### src/source/playfield_pkg.sv
// **********************************************************************
// playfield package
// widths, depth codes and the word group struct shared by the
// bitmap playfield line generator
// **********************************************************************
`default_nettype none

package playfield_pkg;

    typedef logic [15:0] addr_t;                    // vram word address
    typedef logic [15:0] word_t;                    // vram data word
    typedef logic [7:0]  color_t;                   // colour index
    typedef logic [10:0] hres_t;                    // horizontal count
    typedef logic [63:0] pixels_t;                  // eight indices, leftmost in top byte

    typedef logic [1:0]  bpp_t;                     // pixel depth code

    localparam bpp_t BPP_1_ATTR = 2'd0;             // 1 word per group, fore/back in upper byte
    localparam bpp_t BPP_4      = 2'd1;             // 2 words per group
    localparam bpp_t BPP_8      = 2'd2;             // 4 words per group
    localparam bpp_t BPP_XX     = 2'd3;             // handled as 8 bpp

    // raw display words for one group of eight pixels
    typedef struct packed {
        word_t word0;                               // first word fetched
        word_t word1;
        word_t word2;
        word_t word3;                               // last word, 8 bpp only
    } pf_words_t;

    localparam int SCAN_LEAD = 1;                   // scan strobe this many counts before left edge

endpackage

`default_nettype wire

### src/source/playfield_fetch.sv
// **********************************************************************
// playfield line fetch
// issues vram reads for each group of eight pixels and collects
// the one, two or four words that the pixel depth needs
// **********************************************************************
`default_nettype none
`timescale 1ns/1ns

module playfield_fetch (
    input  wire logic                       clk,
    input  wire logic                       reset_i,
    input  wire logic                       stall_i,            // freeze fetch this cycle
    input  wire logic                       mem_fetch_start_i,  // line fetch start strobe
    input  wire logic                       end_of_line_i,      // end of scanline strobe
    input  wire playfield_pkg::bpp_t        bpp_i,              // pixel depth
    input  wire playfield_pkg::addr_t       line_start_i,       // start address of this line
    input  wire logic                       buf_full_i,         // expander holds a group
    output      logic                       vram_sel_o,         // vram read select
    output      playfield_pkg::addr_t       vram_addr_o,        // vram read address
    input  wire playfield_pkg::word_t       vram_data_i,        // data one cycle after address
    output      logic                       words_ready_o,      // previous group complete
    output      playfield_pkg::pf_words_t   words_o             // words of previous group
);

typedef enum logic [2:0] {
    FETCH_IDLE,                                     // restart point after line strobes
    FETCH_ADDR,                                     // first address out when buffer has room
    FETCH_WAIT,                                     // data latency, second address for 4/8 bpp
    FETCH_READ_0,
    FETCH_READ_1,
    FETCH_READ_2,
    FETCH_READ_3
} fetch_state_t;

fetch_state_t               state, state_next;
playfield_pkg::addr_t       pf_addr, pf_addr_next;  // running display address
playfield_pkg::addr_t       fetch_addr_next;        // next vram address
logic                       sel_next;               // next vram select
logic                       initial_buf, initial_buf_next; // first group of line pending
playfield_pkg::pf_words_t   words_q, words_next;
logic                       one_word;               // 1 bpp group
logic                       two_words;              // 4 bpp group

assign one_word      = (bpp_i == playfield_pkg::BPP_1_ATTR);
assign two_words     = (bpp_i == playfield_pkg::BPP_4);
assign words_ready_o = (state == FETCH_WAIT) && !initial_buf && !stall_i; // words_q is the old group here
assign words_o       = words_q;

always_comb begin
    state_next       = state;
    pf_addr_next     = pf_addr;
    fetch_addr_next  = vram_addr_o;                 // address holds when idle
    sel_next         = 1'b0;
    initial_buf_next = initial_buf;
    words_next       = words_q;

    case (state)
        FETCH_IDLE: state_next = FETCH_ADDR;
        FETCH_ADDR: begin
            if (!buf_full_i) begin                  // wait for room in pixel buffer
                sel_next        = 1'b1;             // word0 address
                fetch_addr_next = pf_addr;
                pf_addr_next    = pf_addr + 1'b1;
                state_next      = FETCH_WAIT;
            end
        end
        FETCH_WAIT: begin
            if (!one_word) begin
                sel_next        = 1'b1;             // word1 address
                fetch_addr_next = pf_addr;
                pf_addr_next    = pf_addr + 1'b1;
            end
            initial_buf_next = 1'b0;
            state_next       = FETCH_READ_0;
        end
        FETCH_READ_0: begin
            words_next.word0 = vram_data_i;
            if (one_word) begin
                state_next = FETCH_ADDR;
            end else begin
                if (!two_words) begin
                    sel_next        = 1'b1;         // word2 address
                    fetch_addr_next = pf_addr;
                    pf_addr_next    = pf_addr + 1'b1;
                end
                state_next = FETCH_READ_1;
            end
        end
        FETCH_READ_1: begin
            words_next.word1 = vram_data_i;
            if (two_words) begin
                state_next = FETCH_ADDR;
            end else begin
                sel_next        = 1'b1;             // word3 address
                fetch_addr_next = pf_addr;
                pf_addr_next    = pf_addr + 1'b1;
                state_next      = FETCH_READ_2;
            end
        end
        FETCH_READ_2: begin
            words_next.word2 = vram_data_i;
            state_next       = FETCH_READ_3;
        end
        FETCH_READ_3: begin
            words_next.word3 = vram_data_i;
            state_next       = FETCH_ADDR;
        end
        default: state_next = FETCH_IDLE;
    endcase
end

always_ff @(posedge clk) begin
    if (reset_i) begin
        state       <= FETCH_IDLE;
        pf_addr     <= '0;
        initial_buf <= 1'b1;
        vram_sel_o  <= 1'b0;
        vram_addr_o <= '0;
    end else begin
        if (!stall_i) begin
            state       <= state_next;
            pf_addr     <= pf_addr_next;
            initial_buf <= initial_buf_next;
            vram_sel_o  <= sel_next;
            vram_addr_o <= fetch_addr_next;
        end
        if (mem_fetch_start_i || end_of_line_i) begin   // restart even when stalled
            state       <= FETCH_IDLE;
            pf_addr     <= line_start_i;
            initial_buf <= 1'b1;
        end
    end
end

always_ff @(posedge clk) begin
    if (!stall_i) begin
        words_q <= words_next;                      // word registers freeze with the FSM
    end
end

endmodule

`default_nettype wire

### src/source/playfield_expand.sv
// **********************************************************************
// playfield pixel buffer
// expands one group of fetched words into eight colour indices
// and tracks whether the buffer waits for the scanout
// **********************************************************************
`default_nettype none
`timescale 1ns/1ns

module playfield_expand (
    input  wire logic                       clk,
    input  wire logic                       reset_i,
    input  wire playfield_pkg::bpp_t        bpp_i,              // pixel depth
    input  wire logic                       words_ready_i,      // load strobe from fetch
    input  wire playfield_pkg::pf_words_t   words_i,            // raw group words
    input  wire logic                       take_i,             // scanout copied buffer
    input  wire logic                       line_start_strobe_i,// new line, drop buffer
    output      logic                       buf_full_o,         // buffer holds a group
    output      playfield_pkg::pixels_t     pixels_o            // buffered pixels
);

playfield_pkg::pixels_t expanded;                   // combinational expansion
logic [31:0]            nibbles;                    // word0 and word1 for 4 bpp

always_comb begin
    nibbles  = {words_i.word0, words_i.word1};
    expanded = words_i;                             // 8 bpp, bytes already in order
    case (bpp_i)
        playfield_pkg::BPP_1_ATTR: begin
            for (int i = 0; i < 8; i++) begin       // msb is leftmost, set bit picks foreground
                expanded[63-8*i -: 8] = {4'h0, words_i.word0[7-i] ?
                                         words_i.word0[11:8] : words_i.word0[15:12]};
            end
        end
        playfield_pkg::BPP_4: begin
            for (int i = 0; i < 8; i++) begin
                expanded[63-8*i -: 8] = {4'h0, nibbles[31-4*i -: 4]};
            end
        end
        default: ;                                  // BPP_8 and BPP_XX
    endcase
end

always_ff @(posedge clk) begin
    if (reset_i) begin
        buf_full_o <= 1'b0;
    end else begin
        if (take_i) begin
            buf_full_o <= 1'b0;
        end
        if (words_ready_i) begin
            buf_full_o <= 1'b1;
        end
        if (line_start_strobe_i) begin              // new line wins over a late load
            buf_full_o <= 1'b0;
        end
    end
end

always_ff @(posedge clk) begin
    if (words_ready_i) begin
        pixels_o <= expanded;
    end
end

endmodule

`default_nettype wire

### src/source/playfield_scanout.sv
// **********************************************************************
// playfield scanout
// runs the scan window, shifts pixels out with horizontal repeat
// and drives the colour index with border and colour base
// **********************************************************************
`default_nettype none
`timescale 1ns/1ns

module playfield_scanout #(
    parameter int REPEAT_W = 2                      // width of repeat count
) (
    input  wire logic                       clk,
    input  wire logic                       reset_i,
    input  wire playfield_pkg::hres_t       h_count_i,          // horizontal counter
    input  wire logic                       mem_fetch_i,        // line has display fetch
    input  wire logic                       mem_fetch_start_i,  // line fetch start strobe
    input  wire logic                       end_of_line_i,
    input  wire logic                       blank_i,            // show border only
    input  wire playfield_pkg::hres_t       vid_left_i,         // first visible count
    input  wire playfield_pkg::hres_t       vid_right_i,        // first border count on right
    input  wire logic [REPEAT_W-1:0]        h_repeat_i,         // extra cycles per pixel
    input  wire playfield_pkg::color_t      border_color_i,
    input  wire playfield_pkg::color_t      colorbase_i,        // xor onto every index
    input  wire playfield_pkg::pixels_t     pixels_i,           // next group from buffer
    output      logic                       take_o,             // buffer copied this cycle
    output      playfield_pkg::color_t      color_index_o
);

logic                   scanout;                    // inside scan window
logic                   scan_start;
logic                   scan_end;
logic                   shift_now;                  // repeat spent, next pixel
playfield_pkg::hres_t   start_hcount;               // count that starts the scan
playfield_pkg::hres_t   end_hcount;                 // count that ends the scan
logic [REPEAT_W-1:0]    h_cnt;                      // repeat countdown
logic [2:0]             col;                        // pixel within group
playfield_pkg::pixels_t pixels;                     // shift register, top byte shown

assign scan_start    = (h_count_i == start_hcount) && mem_fetch_i;
assign scan_end      = scanout && (h_count_i >= end_hcount);
assign shift_now     = scanout && (h_cnt == '0);
assign take_o        = scan_start || (shift_now && (col == 3'd7));
assign color_index_o = pixels[63:56] ^ colorbase_i;

always_ff @(posedge clk) begin
    if (reset_i) begin
        scanout      <= 1'b0;
        start_hcount <= '1;                         // out of range until first line
        end_hcount   <= '0;
        h_cnt        <= '0;
        col          <= '0;
        pixels       <= '0;
    end else begin
        if (scanout) begin
            if (h_cnt != '0) begin
                h_cnt <= h_cnt - 1'b1;
            end else begin
                h_cnt <= h_repeat_i;
                col   <= col + 1'b1;
                if (col == 3'd7) begin
                    pixels <= pixels_i;             // eighth pixel done, next group
                end else begin
                    pixels <= {pixels[55:0], border_color_i};
                end
            end
        end
        if (mem_fetch_start_i) begin
            start_hcount <= vid_left_i - playfield_pkg::hres_t'(playfield_pkg::SCAN_LEAD);
            end_hcount   <= vid_right_i - 11'd1;    // registered, so border shows at vid_right
        end
        if (scan_start) begin
            scanout <= 1'b1;
            h_cnt   <= h_repeat_i;
            col     <= '0;
            pixels  <= pixels_i;                    // first group of the line
        end
        if (scan_end || end_of_line_i || blank_i) begin
            scanout        <= 1'b0;
            pixels[63:56]  <= border_color_i;
        end
    end
end

endmodule

`default_nettype wire

### src/source/playfield_line_ctrl.sv
// **********************************************************************
// playfield line control
// keeps the line start address with vertical repeat and restarts
// at the frame start address on end of frame or blank
// **********************************************************************
`default_nettype none
`timescale 1ns/1ns

module playfield_line_ctrl #(
    parameter int REPEAT_W = 2                      // width of repeat count
) (
    input  wire logic                       clk,
    input  wire logic                       reset_i,
    input  wire logic                       end_of_line_i,
    input  wire logic                       end_of_frame_i,
    input  wire logic                       blank_i,
    input  wire playfield_pkg::addr_t       start_addr_i,       // frame start address
    input  wire playfield_pkg::word_t       line_len_i,         // words per line stride
    input  wire logic [REPEAT_W-1:0]        v_repeat_i,         // extra showings per line
    output      playfield_pkg::addr_t       line_start_o        // start of current line
);

logic [REPEAT_W-1:0] v_cnt;                         // showings left for this line

always_ff @(posedge clk) begin
    if (reset_i) begin
        line_start_o <= '0;
        v_cnt        <= '0;
    end else begin
        if (end_of_line_i) begin
            if (v_cnt != '0) begin
                v_cnt <= v_cnt - 1'b1;              // same line again
            end else begin
                v_cnt        <= v_repeat_i;
                line_start_o <= line_start_o + line_len_i;
            end
        end
        if (end_of_frame_i || blank_i) begin        // back to top of frame
            line_start_o <= start_addr_i;
            v_cnt        <= v_repeat_i;
        end
    end
end

endmodule

`default_nettype wire

### src/source/video_playfield.sv
// **********************************************************************
// bitmap playfield line generator
// fetch, pixel buffer, scanout and line control for one playfield
// **********************************************************************
`default_nettype none
`timescale 1ns/1ns

module video_playfield #(
    parameter int REPEAT_W = 2                      // width of h and v repeat
) (
    input  wire logic                       stall_i,            // vram busy this cycle
    input  wire playfield_pkg::hres_t       h_count_i,
    input  wire logic                       mem_fetch_i,
    input  wire logic                       mem_fetch_start_i,
    input  wire logic                       end_of_line_i,
    input  wire logic                       end_of_frame_i,
    input  wire playfield_pkg::color_t      border_color_i,
    input  wire playfield_pkg::hres_t       vid_left_i,
    input  wire playfield_pkg::hres_t       vid_right_i,
    output      logic                       vram_sel_o,
    output      playfield_pkg::addr_t       vram_addr_o,
    input  wire playfield_pkg::word_t       vram_data_i,
    input  wire logic                       pf_blank_i,
    input  wire playfield_pkg::addr_t       pf_start_addr_i,
    input  wire playfield_pkg::word_t       pf_line_len_i,
    input  wire playfield_pkg::color_t      pf_colorbase_i,
    input  wire playfield_pkg::bpp_t        pf_bpp_i,
    input  wire logic [REPEAT_W-1:0]        pf_h_repeat_i,
    input  wire logic [REPEAT_W-1:0]        pf_v_repeat_i,
    output      playfield_pkg::color_t      pf_color_index_o,
    input  wire logic                       reset_i,
    input  wire logic                       clk
);

logic                       words_ready;            // fetch group complete
playfield_pkg::pf_words_t   words;
logic                       buf_full;               // pixel buffer occupied
logic                       take;                   // scanout took the buffer
playfield_pkg::pixels_t     pixels_buf;
playfield_pkg::addr_t       line_start;

playfield_fetch fetch_i (
    .clk               (clk),
    .reset_i           (reset_i),
    .stall_i           (stall_i),
    .mem_fetch_start_i (mem_fetch_start_i),
    .end_of_line_i     (end_of_line_i),
    .bpp_i             (pf_bpp_i),
    .line_start_i      (line_start),
    .buf_full_i        (buf_full),
    .vram_sel_o        (vram_sel_o),
    .vram_addr_o       (vram_addr_o),
    .vram_data_i       (vram_data_i),
    .words_ready_o     (words_ready),
    .words_o           (words)
);

playfield_expand expand_i (
    .clk                 (clk),
    .reset_i             (reset_i),
    .bpp_i               (pf_bpp_i),
    .words_ready_i       (words_ready),
    .words_i             (words),
    .take_i              (take),
    .line_start_strobe_i (mem_fetch_start_i),
    .buf_full_o          (buf_full),
    .pixels_o            (pixels_buf)
);

playfield_scanout #(.REPEAT_W(REPEAT_W)) scanout_i (
    .clk               (clk),
    .reset_i           (reset_i),
    .h_count_i         (h_count_i),
    .mem_fetch_i       (mem_fetch_i),
    .mem_fetch_start_i (mem_fetch_start_i),
    .end_of_line_i     (end_of_line_i),
    .blank_i           (pf_blank_i),
    .vid_left_i        (vid_left_i),
    .vid_right_i       (vid_right_i),
    .h_repeat_i        (pf_h_repeat_i),
    .border_color_i    (border_color_i),
    .colorbase_i       (pf_colorbase_i),
    .pixels_i          (pixels_buf),
    .take_o            (take),
    .color_index_o     (pf_color_index_o)
);

playfield_line_ctrl #(.REPEAT_W(REPEAT_W)) line_ctrl_i (
    .clk            (clk),
    .reset_i        (reset_i),
    .end_of_line_i  (end_of_line_i),
    .end_of_frame_i (end_of_frame_i),
    .blank_i        (pf_blank_i),
    .start_addr_i   (pf_start_addr_i),
    .line_len_i     (pf_line_len_i),
    .v_repeat_i     (pf_v_repeat_i),
    .line_start_o   (line_start)
);

endmodule

`default_nettype wire

### config.mk
export PLATFORM = sky130hd
export DESIGN_NAME = video_playfield
export DESIGN_NICKNAME = d
export VERILOG_FILES = /design/src/source/playfield_pkg.sv /design/src/source/playfield_fetch.sv /design/src/source/playfield_expand.sv /design/src/source/playfield_scanout.sv /design/src/source/playfield_line_ctrl.sv /design/src/source/video_playfield.sv
export SDC_FILE = /design/constraint.sdc
export NUM_CORES = 1
export LEC_CHECK = 0
export ABC_AREA = 1
export BUFFER_PORTS_ARGS = -buffer_cell sky130_fd_sc_hd__buf_2
export CAP_MARGIN = 10
export CORE_ASPECT_RATIO = 1.4
export CORE_MARGIN = 1.5
export CORE_UTILIZATION = 40
export DETAILED_ROUTE_END_ITERATION = 10
export HOLD_SLACK_MARGIN = 0.05
export PLACE_DENSITY_LB_ADDON = 0.3
export SYNTH_ARGS = -nofsm -noshare
export SYNTH_HDL_FRONTEND = slang
export SYNTH_HIERARCHICAL = 1
export SYNTH_SLANG_ARGS = --single-unit
### constraint.sdc
create_clock -name clk -period 16.85 [get_ports clk]
set_clock_uncertainty 0.05 [all_clocks]
set_input_delay 1.685 -clock clk [delete_from_list [all_inputs] [get_ports clk]]
set_output_delay 1.685 -clock clk [all_outputs]
set_load 0.05 [all_outputs]
==> flow_summary.toml, run 1 <==
[status]
status = "complete, no violations"

[drt]
detail_route.wirelength_um = 38290
dr.pass1.iters = 5
wire_per_inst_um = 14.87
first_iter_violations = 684
drtAntennaViolNets = 0
viasPerCell = 4.955
num_vias = 12759
drc_errors = 0

[sta]
setup_ws_ps = 12940
hold_violations = 0
min_period_ps = 3912
setup_violations = 0
slew_viol_final = 0
worst-slew-pin-transition_ps = 1185
period_share_pct = 23.22
finalSetupTns_ps = 0
slew_headroom_pct = 20.90
fmax_mhz = 255.6
rsz0062_at_grt = "false"

[worst_setup_path]
crit_buf_inv = 2
path_class = "input pin to output port"
worstPathRequired_ps = 15110
timing.rr.start = "scanout_i/start_hcount[7]"
path_cells = "buf_2, xor2_1, buf_2"
critPathMostFrequentCell = "buf_2"
slowest_delay_ps = 270
crit_family = "buffers and inverters"
cp-end-kind = "output port"
crit_arrival_ps = 2180
crit_start = "pf_colorbase_i[1]"
cp_slowest_cell = "buf_2"
critPathLaunchType = "input pin"
crit_fanout = 1

[placement]
gp_congestion = 0.8836
dp_cells = 2520
place_area_um2 = 15640
preCtsSetupSlack_ps = 12640
dp.final_hpwl_um = 27090
port_buffers = 135

[final_layout]
syn_to_final_growth_pct = 12.50
n_fill_cell = 3630
layout.cells.non_filler = 2575
finalNetCount = 2227
multiInputGateArea_um2 = 6466
seq_area_um2 = 6807
drive_above_1_share_pct = 12.06
design_area_um2 = 16620

[global_routing]
grt_pass1_vias = 12152
antenna_found_initial = 6
grt_max_degree = 70
grt_pass1_wl_um = 61170
grt_overflow_total = 0
track_usage_pct = 20.13

[synthesis]
yosysUniqueCellTypes = 41
synth_ff_type = "dfxtp_1"
synth_cells = 1993
synth.area.top_cells = "edfxtp_1, dfxtp_1, nand2_1"
synth_area_um2 = 14770
synth-seq-cells = 276
ys_async_sr_fraction_pct = 0
synth_edf_count = 128
synth.largest_area_cell = "edfxtp_1"
avgSynthCellArea_um2 = 7.411
syn_nets = 2136
synth-seq-area-share_pct = 46.08
synth_top_area_share_pct = 26.02
ys_warn_count = 6

[run]
drv_cap = 0

[power_and_ir_drop]
totalPowerFinal_w = 0.001556
ir_worst_vdd_mv = 0.07619
leakagePower_nw = 7.916
powerDensity_nw_per_um2 = 93.62

[floorplan]
die_w_um = 165.4
placementRows = 83
die_area_um2 = 38100
initial_core_util_pct = 40.41
fp.dieH_um = 230.4
core_um2 = 36560
ioPinCount = 136

[clocking]
cts_tree = "done"
postCtsSetupBuffers = 0
clkTransAtPathRegs_ps = 60
worstSkewPairLatency_ps = 580
postCtsHoldBufs = 0
ctsResizeCount = 0
cts_sinks = 276
cts_buffer_depth = 3
numCtsBuffers = 29
cts-root-buf = "clkbuf_16"
h-tree-depth = 1

[hold_path]
hold_class = "register to register"
worstHoldStart = "fetch_i/vram_sel_o"
==> layout by cell type (no fill, tap or decap), types with 6 or more instances in the layout <==
master / Yosys / final
nand2_1: 534 / 534
xor2_1: 18 / 18
nand3_1: 136 / 136
nand4_1: 22 / 22
clkbuf_16: 0 / 29
o211ai_1: 6 / 6
ha_1: 31 / 31
o21bai_1: 56 / 56
inv_1: 241 / 239
a21oi_1: 120 / 120
nor2_1: 261 / 258
o21ai_0: 65 / 65
xnor2_1: 10 / 10
inv_2: 35 / 37
dfxtp_1: 148 / 148
o21ai_1: 42 / 42
nor2_2: 5 / 8
buf_2: 23 / 135
buf_4: 5 / 9
edfxtp_1: 128 / 128
nor3_1: 8 / 7
clkbuf_1: 37 / 6
==> tightest hold or removal path: stages, from the launching register on <==
cell and delay (ps):
dfxtp_1 310, nand2_1 50, a21oi_1 50
==> where the power goes <==
part	internal [W]	switching [W]	total, W
logic	0.0000581	0.000113	0.000171
clock network	0.000381	0.000276	0.000658
registers	0.000714	0.0000138	0.000727
==> area by class of cell <==
cell class	instances	share of cell area (%)
sequential	276	40.96
multi-input combinational	1356	38.91
inverter	277	6.272
clock buffer	35	4.503
timing repair buffer	144	4.473
tap	467	3.516
clock inverter	19	1.348
antenna	1	0.01506
==> synthesized netlist by cell type (4+ instances only) <==
| library cell | count |
|---|---|
| o21ai_1 | 42 |
| nor2_4 | 5 |
| edfxtp_1 | 128 |
| buf_4 | 5 |
| o21bai_1 | 56 |
| o21ai_0 | 65 |
| or2_2 | 5 |
| ha_1 | 31 |
| nor2_2 | 5 |
| nand4_1 | 22 |
| buf_1 | 4 |
| o211ai_1 | 6 |
| xnor2_1 | 10 |
| nand3_1 | 136 |
| nand3b_1 | 5 |
| buf_6 | 15 |
| inv_1 | 241 |
| inv_2 | 35 |
| a31oi_1 | 5 |
| nor3_1 | 8 |
| nand2_1 | 534 |
| clkbuf_1 | 37 |
| nor2_1 | 261 |
| dfxtp_1 | 148 |
| xor2_1 | 18 |
| a21oi_1 | 120 |
| buf_2 | 23 |
| nand2_2 | 4 |
==> worst paths after layout <==
path,endpoint,slack [ps],depth (start not counted)
setup / recovery,pf_color_index_o[1],12940,3
setup reg to reg,scanout_i/pixels[8],14050,10
hold / removal,fetch_i/vram_sel_o,410,2
hold reg to reg,fetch_i/vram_sel_o,410,2
==> routing by layer <==
layer  global-route usage [%]  vias up  share of wire, %
li1                         -     6539                 -
met1                    23.04     5797                39
met2                    36.72      329                51
met3                    3.396       84               5.5
met4                    7.840       10               3.6
met5                        0        -              0.15
==> flip-flops by register name (all words and copies together) (netlist names), 2 cells and up <==
register                  flops
scanout_i/col                 3
line_ctrl_i/line_start_o     16
expand_i/pixels_o            64
scanout_i/start_hcount       11
scanout_i/pixels             64
scanout_i/end_hcount         11
scanout_i/h_cnt               2
fetch_i/state                 3
line_ctrl_i/v_cnt             2
fetch_i/words_o              64
fetch_i/pf_addr              16
fetch_i/vram_addr_o          16
==> cell families after synthesis <==
kind of cell	after synthesis	synth area share, %
buffers and inverters	361	10.28
adders and majority gates	32	2.762
and+or+nand+nor	996	27.83
AOI/OAI and AO/OA	300	11.39
xor gates and xnor gates	28	1.660
DFF	276	46.08
==> stage by stage <==
step | hold WS (ps) | util [%]
after floorplan | 386.4 | -
after global placement | 398.9 | 42.79
after detailed placement | 403.9 | 42.79
after CTS | 415.3 | 45.45
after global routing | 445.9 | 45.45
final | 410.2 | 45.46
No activity file was read; power rests on OpenSTA's default activity.
==> run 2: changes to the inputs <==
- clock period: 16.85 -> 3.87 ns (I/O delays scaled with it)
==> run 2 against run 1 <==
  * Global-route usage up 0.43 points
  * Combinational power grew to 4.5 times the previous value
  * Core utilization is 0.89 points higher
  * Critical path depth up 7
==> flow_summary.toml, run 2 (synthesized netlist as in run 1, its figures left out) <==
[sta]
period_share_pct = 63.17
setup_violations = 0
finalSetupTns_ps = 0
min_period_ps = 2445
hold_violations = 0
fmax_mhz = 409.0
rsz0062_at_grt = "false"
slew_headroom_pct = 25.57
worst-slew-pin-transition_ps = 1116
slew_viol_final = 0

[global_routing]
grt_pass1_wl_um = 62600
track_usage_pct = 20.55
grt_max_degree = 67
antenna_found_initial = 2
grt_overflow_total = 0
grt_pass1_vias = 12257

[power_and_ir_drop]
powerDensity_nw_per_um2 = 397.0
leakagePower_nw = 8.069
swShare_pct = 25.62
p_int_w = 0.005003
totalPowerFinal_w = 0.006726
ir_worst_vdd_mv = 0.3392
power.share.sequential_pct = 47.1
p_clk_share_pct = 41.5
combPwrFrac_pct = 11.4
switching_power_w = 0.001723

[drt]
drc_errors = 0
wire_per_inst_um = 14.89
detail_route.wirelength_um = 38820
dr.pass1.iters = 6
num_vias = 12846
drtAntennaViolNets = 0
first_iter_violations = 756
viasPerCell = 4.928

[clocking]
postCtsHoldBufs = 30
cts-root-buf = "clkbuf_16"
ctsResizeCount = 0
worstSkewPairLatency_ps = 560
h-tree-depth = 1
cts_tree = "done"
clkTransAtPathRegs_ps = 70
cts_buffer_depth = 3
numCtsBuffers = 28
cts_sinks = 276
postCtsSetupBuffers = 0

[worst_setup_path]
cp-end-kind = "register"
path_class = "register to register"
path_cells = "inv_1, nand2_1, nand4_1, nor2_1, nand2_4, nand2_2, buf_4, o21ai_0, o21bai_1, inv_1"
worstPathRequired_ps = 4320
crit_fanout = 54
slowest_delay_ps = 530
critPathLaunchType = "register"
crit_arrival_ps = 2890
cp_slowest_cell = "buf_4"
critPathMostFrequentCell = "inv_1"

[placement]
place_area_um2 = 15690
dp.final_hpwl_um = 27800
port_buffers = 135
dp_cells = 2524
gp_congestion = 0.9279

[final_layout]
finalNetCount = 2260
drive_above_1_share_pct = 12.11
final_util_pct = 46.34
syn_to_final_growth_pct = 14.70
final_cell_mix = "nand2_1, nor2_1, inv_1"
design_area_um2 = 16940
mostFrequentLayoutCell = "nand2_1"
layout.cells.non_filler = 2607

[floorplan]
initial_core_util_pct = 40.41
ioPinCount = 136
die_w_um = 165.4
placementRows = 83
fp.dieH_um = 230.4
core_um2 = 36560
die_area_um2 = 38100

[status]
status = "complete, no violations"

[hold_path]
hold_class = "input pin to register"

[run]
drv_cap = 0
-- run 2: cell count changes in the layout (fill, tap and decap cells not counted), moves of 3 or more --
cell,before,now
buf_4,9,12
clkbuf_8,0,4
dlygate4sd3_1,0,30
clkinv_1,5,1
-- run 2: final timing paths --
path	start	end	slack (ps)	cells past startpoint
worst min register to register	line_ctrl_i/v_cnt[1]	line_ctrl_i/v_cnt[1]	420	2
worst max-delay path	scanout_i/start_hcount[7]	scanout_i/pixels[11]	1430	10
worst min-delay path	pf_start_addr_i[4]	line_ctrl_i/line_start_o[4]	80	3
worst max register to register	scanout_i/start_hcount[7]	scanout_i/pixels[11]	1430	10
-- run 2: worst max-delay path, delay by kind of cell, from the launching register on --
| family | cells | cell delay, ps |
|---|---|---|
| AND/OR/NAND/NOR | 5 | 920 |
| buffers and inverters | 3 | 660 |
| AO/OA/AOI/OAI | 2 | 370 |
| flip-flops | 1 | 370 |
-- run 2: cell type report --
| class | instances | area [µm²] |
|---|---|---|
| fillers | 3682 | 19610 |
| flip-flops and latches | 276 | 6807 |
| multi-input cells | 1356 | 6472 |
| repair buffers | 178 | 1086 |
| inverters | 277 | 1042 |
| clock buffers | 39 | 782.0 |
| well taps | 467 | 584.3 |
| clock inverters | 13 | 165.2 |
| diodes | 1 | 2.502 |
-- run 2: through the flow --
stage	hold slack (ps)	setup WS, ps
finish	77.41	1425
global route	74.66	1250
CTS	51.29	1442
detailed placement	406.8	1311
global placement	393.4	1346
floorplan	393.4	175.9
-- run 2: power by group through the flow --
stage	clock [W]	sequential (W)	combinational (W)
final	0.00279	0.00317	0.000770
after global routing	0.00296	0.00317	0.000869
after CTS	0.00286	0.00317	0.000773
after detailed placement	0	0.00323	0.000745
after global placement	0	0.00323	0.000733
after floorplan	0	0.00323	0.000509
-- run 2: metal layers --
layer | wire [µm] | track usage, % | vias to the layer above
li1 | - | - | 6606
met1 | 15730 | 24.18 | 5881
met2 | 20330 | 37.98 | 301
met3 | 1713 | 2.677 | 56
met4 | 1033 | 6.585 | 2
met5 | 12 | 0 | -
==> run 3: changes to the inputs <==
- ABC_AREA: 1 -> 0
- clock period: 3.87 -> 2.11 ns (I/O delays scaled with it)
==> run 3 against run 2 <==
  * Register-to-register slack got worse by 1600 ps
  * Synthesized cell count decreased by 35%
  * Worst hold slack improved by 18 ps
  * Final cell count decreased by 22%
  * Synthesized area decreased by 11%
  * Core utilization increased by 6.8 points
  * Critical path type unchanged
  * First-iteration DRC count decreased by 21%
  * The run now ends with setup timing left
  * Combinational power increased by 90%
  * Clock power increased by 86%
==> flow_summary.toml, run 3 <==
[status]
status = "finished, violations left"
violations = "setup timing"

[global_routing]
antenna_found_initial = 1
use_met2_pct = 32.77
grt_util_met3_pct = 2.569
grt_max_degree = 66
grt-busiest-layer = "met2"
grt_use_met1_pct = 23.83
grt_pass1_vias = 10000
grt_pass1_wl_um = 51610
grt_overflow_total = 0
track_usage_pct = 18.92

[synthesis]
syn_nets = 1439
synth_commonest_cells = "nand2_1, dfxtp_1, nor2_1, edfxtp_1, a311oi_1"
ys_async_sr_fraction_pct = 0
synth.area.top_cells = "edfxtp_1, dfxtp_1, nand2_1"
synth-seq-cells = 276
synth-seq-area-share_pct = 51.98
synth_ff_type = "dfxtp_1"
synth_cells = 1296
avgSynthCellArea_um2 = 10.10
yosysUniqueCellTypes = 76
ys_warn_count = 6
synth_top_area_share_pct = 29.35
yosysMostFrequentCell = "nand2_1"
synth_edf_count = 128
synth_area_um2 = 13090
synth.largest_area_cell = "edfxtp_1"

[worst_setup_path]
cp-end-kind = "register"
path_class = "register to register"
worstPathRequired_ps = 2480
crit_start = "scanout_i/end_hcount[10]"
critPathLaunchType = "register"
crit_arrival_ps = 2620
timing.rr.start = "scanout_i/end_hcount[10]"
crit_fanout = 5

[sta]
rsz0062_at_grt = "true"
fmax_mhz = 444.8
finalSetupTns_ps = -1032
worst-slew-pin-transition_ps = 493.0
slew_viol_final = 0
hold_violations = 0
setup_violations = 11
setup_ws_ps = -138.4
slew_headroom_pct = 67.01
min_period_ps = 2248
period_share_pct = 106.6

[hold_path]
hold_class = "input pin to register"
worstHoldStart = "vid_left_i[1]"

[drt]
wire_per_inst_um = 16.62
dr.pass1.iters = 5
viasPerCell = 5.123
drtAntennaViolNets = 0
num_vias = 10441
first_iter_violations = 599
drc_errors = 0
detail_route.wirelength_um = 33880

[placement]
gp_congestion = 0.8568
port_buffers = 135
dp.final_hpwl_um = 22410
dp_cells = 1883

[power_and_ir_drop]
ir_worst_vdd_mv = 0.7525
p_clk_share_pct = 41.8
switching_power_w = 0.002938
leakagePower_nw = 6.286
combPwrFrac_pct = 11.8
swShare_pct = 23.66
powerDensity_nw_per_um2 = 723.5
p_int_w = 0.009482
power.share.sequential_pct = 46.4

[clocking]
cts_sinks = 276
cts_tree = "done"
worstSkewPairLatency_ps = 560
h-tree-depth = 1
numCtsBuffers = 28
clkTransAtPathRegs_ps = 70
cts-root-buf = "clkbuf_16"
cts_buffer_depth = 3

[final_layout]
layout.cells.non_filler = 2038
mostFrequentLayoutCell = "nand2_1"
finalNetCount = 1718
drive_above_1_share_pct = 26.93
final_cell_mix = "nand2_1, dfxtp_1, buf_2"
syn_to_final_growth_pct = 31.09

[floorplan]
ioPinCount = 136
die_area_um2 = 33840
placementRows = 78
fp.dieH_um = 217.1
die_w_um = 155.9
initial_core_util_pct = 40.53
core_um2 = 32300

[run]
drv_cap = 0
-- run 3: kinds of logic (layout without fill, tap and decap cells) --
logic type | Yosys count | after routing | synth area share [%]
muxes | 54 | 54 | 4.386
DFF | 276 | 276 | 51.98
xor gates and xnor gates | 59 | 59 | 3.947
AOI/OAI and AO/OA | 254 | 254 | 14.18
and+or+nand+nor | 512 | 514 | 18.07
adders and majority gates | 32 | 32 | 3.115
other | 0 | 1 | 0
buffers and inverters | 109 | 408 | 4.319
-- run 3: worst paths after layout --
check        slack, ps  cells past startpoint                   endpoint
max               -140                      8       scanout_i/pixels[56]
min                100                      6  scanout_i/start_hcount[1]
max reg2reg       -140                      8       scanout_i/pixels[56]
min reg2reg        400                      2     fetch_i/vram_addr_o[1]
-- run 3: power groups by stage --
stage | Sequential (W) | Clock (W) | Combinational [W]
final | 0.00576 | 0.00519 | 0.00146
after global placement | 0.00587 | 0 | 0.00122
after CTS | 0.00576 | 0.00533 | 0.00139
after detailed placement | 0.00587 | 0 | 0.00124
after floorplan | 0.00586 | 0 | 0.000763
after global routing | 0.00577 | 0.00553 | 0.00160
-- run 3: area by class of cell --
class / instances / area, µm²
Sequential cell: 276 / 6828
Clock buffer: 38 / 779.5
Clock inverter: 14 / 191.4
Fill cell: 2838 / 15140
Tap cell: 440 / 550.5
Multi-Input combinational cell: 913 / 6081
Antenna cell: 1 / 2.502
Inverter: 24 / 90.09
Timing Repair Buffer: 332 / 2643
-- run 3: routing by layer --
metal	wire length (µm)	vias to the layer above
met5	0	-
met4	991	0
met3	1341	64
met2	17070	234
met1	14480	4909
li1	-	5234
-- run 3: what timing repair did --
action / CTS / global route
gates cloned: 1 / 12
gates resized for setup: 17 / 53
pin swaps: 17 / 42
hold buffers: 75 / 0
endpoints found under the hold margin: 122 / 0
setup buffers: 5 / 10
setup endpoints to repair: 18 / 79
-- run 3: critical path, stage by stage, from the launching register on --
cell and delay [ps]:
dfxtp_2 340, inv_2 40, ha_4 200, and3_4 160, a221o_1 350, a211oi_2 290, o21ai_4 160, buf_12 160
a221o_2 340
-- run 3: per-stage QoR --
stage	util [%]	instance area (µm²)	setup slack [ps]	power (W)	hold WS [ps]
6_report	53.14	17170	-138.4	0.01242	95.31
5_1_grt	53.14	17170	-233.0	0.01290	128.7
4_1_cts	51.35	16590	-113.8	0.01247	74.17
3_5_place_dp	45.60	14730	-243.5	0.007112	394.3
3_3_place_gp	45.60	14730	-171.6	0.007094	380.1
2_1_floorplan	-	13140	-1017	0.006626	237.8
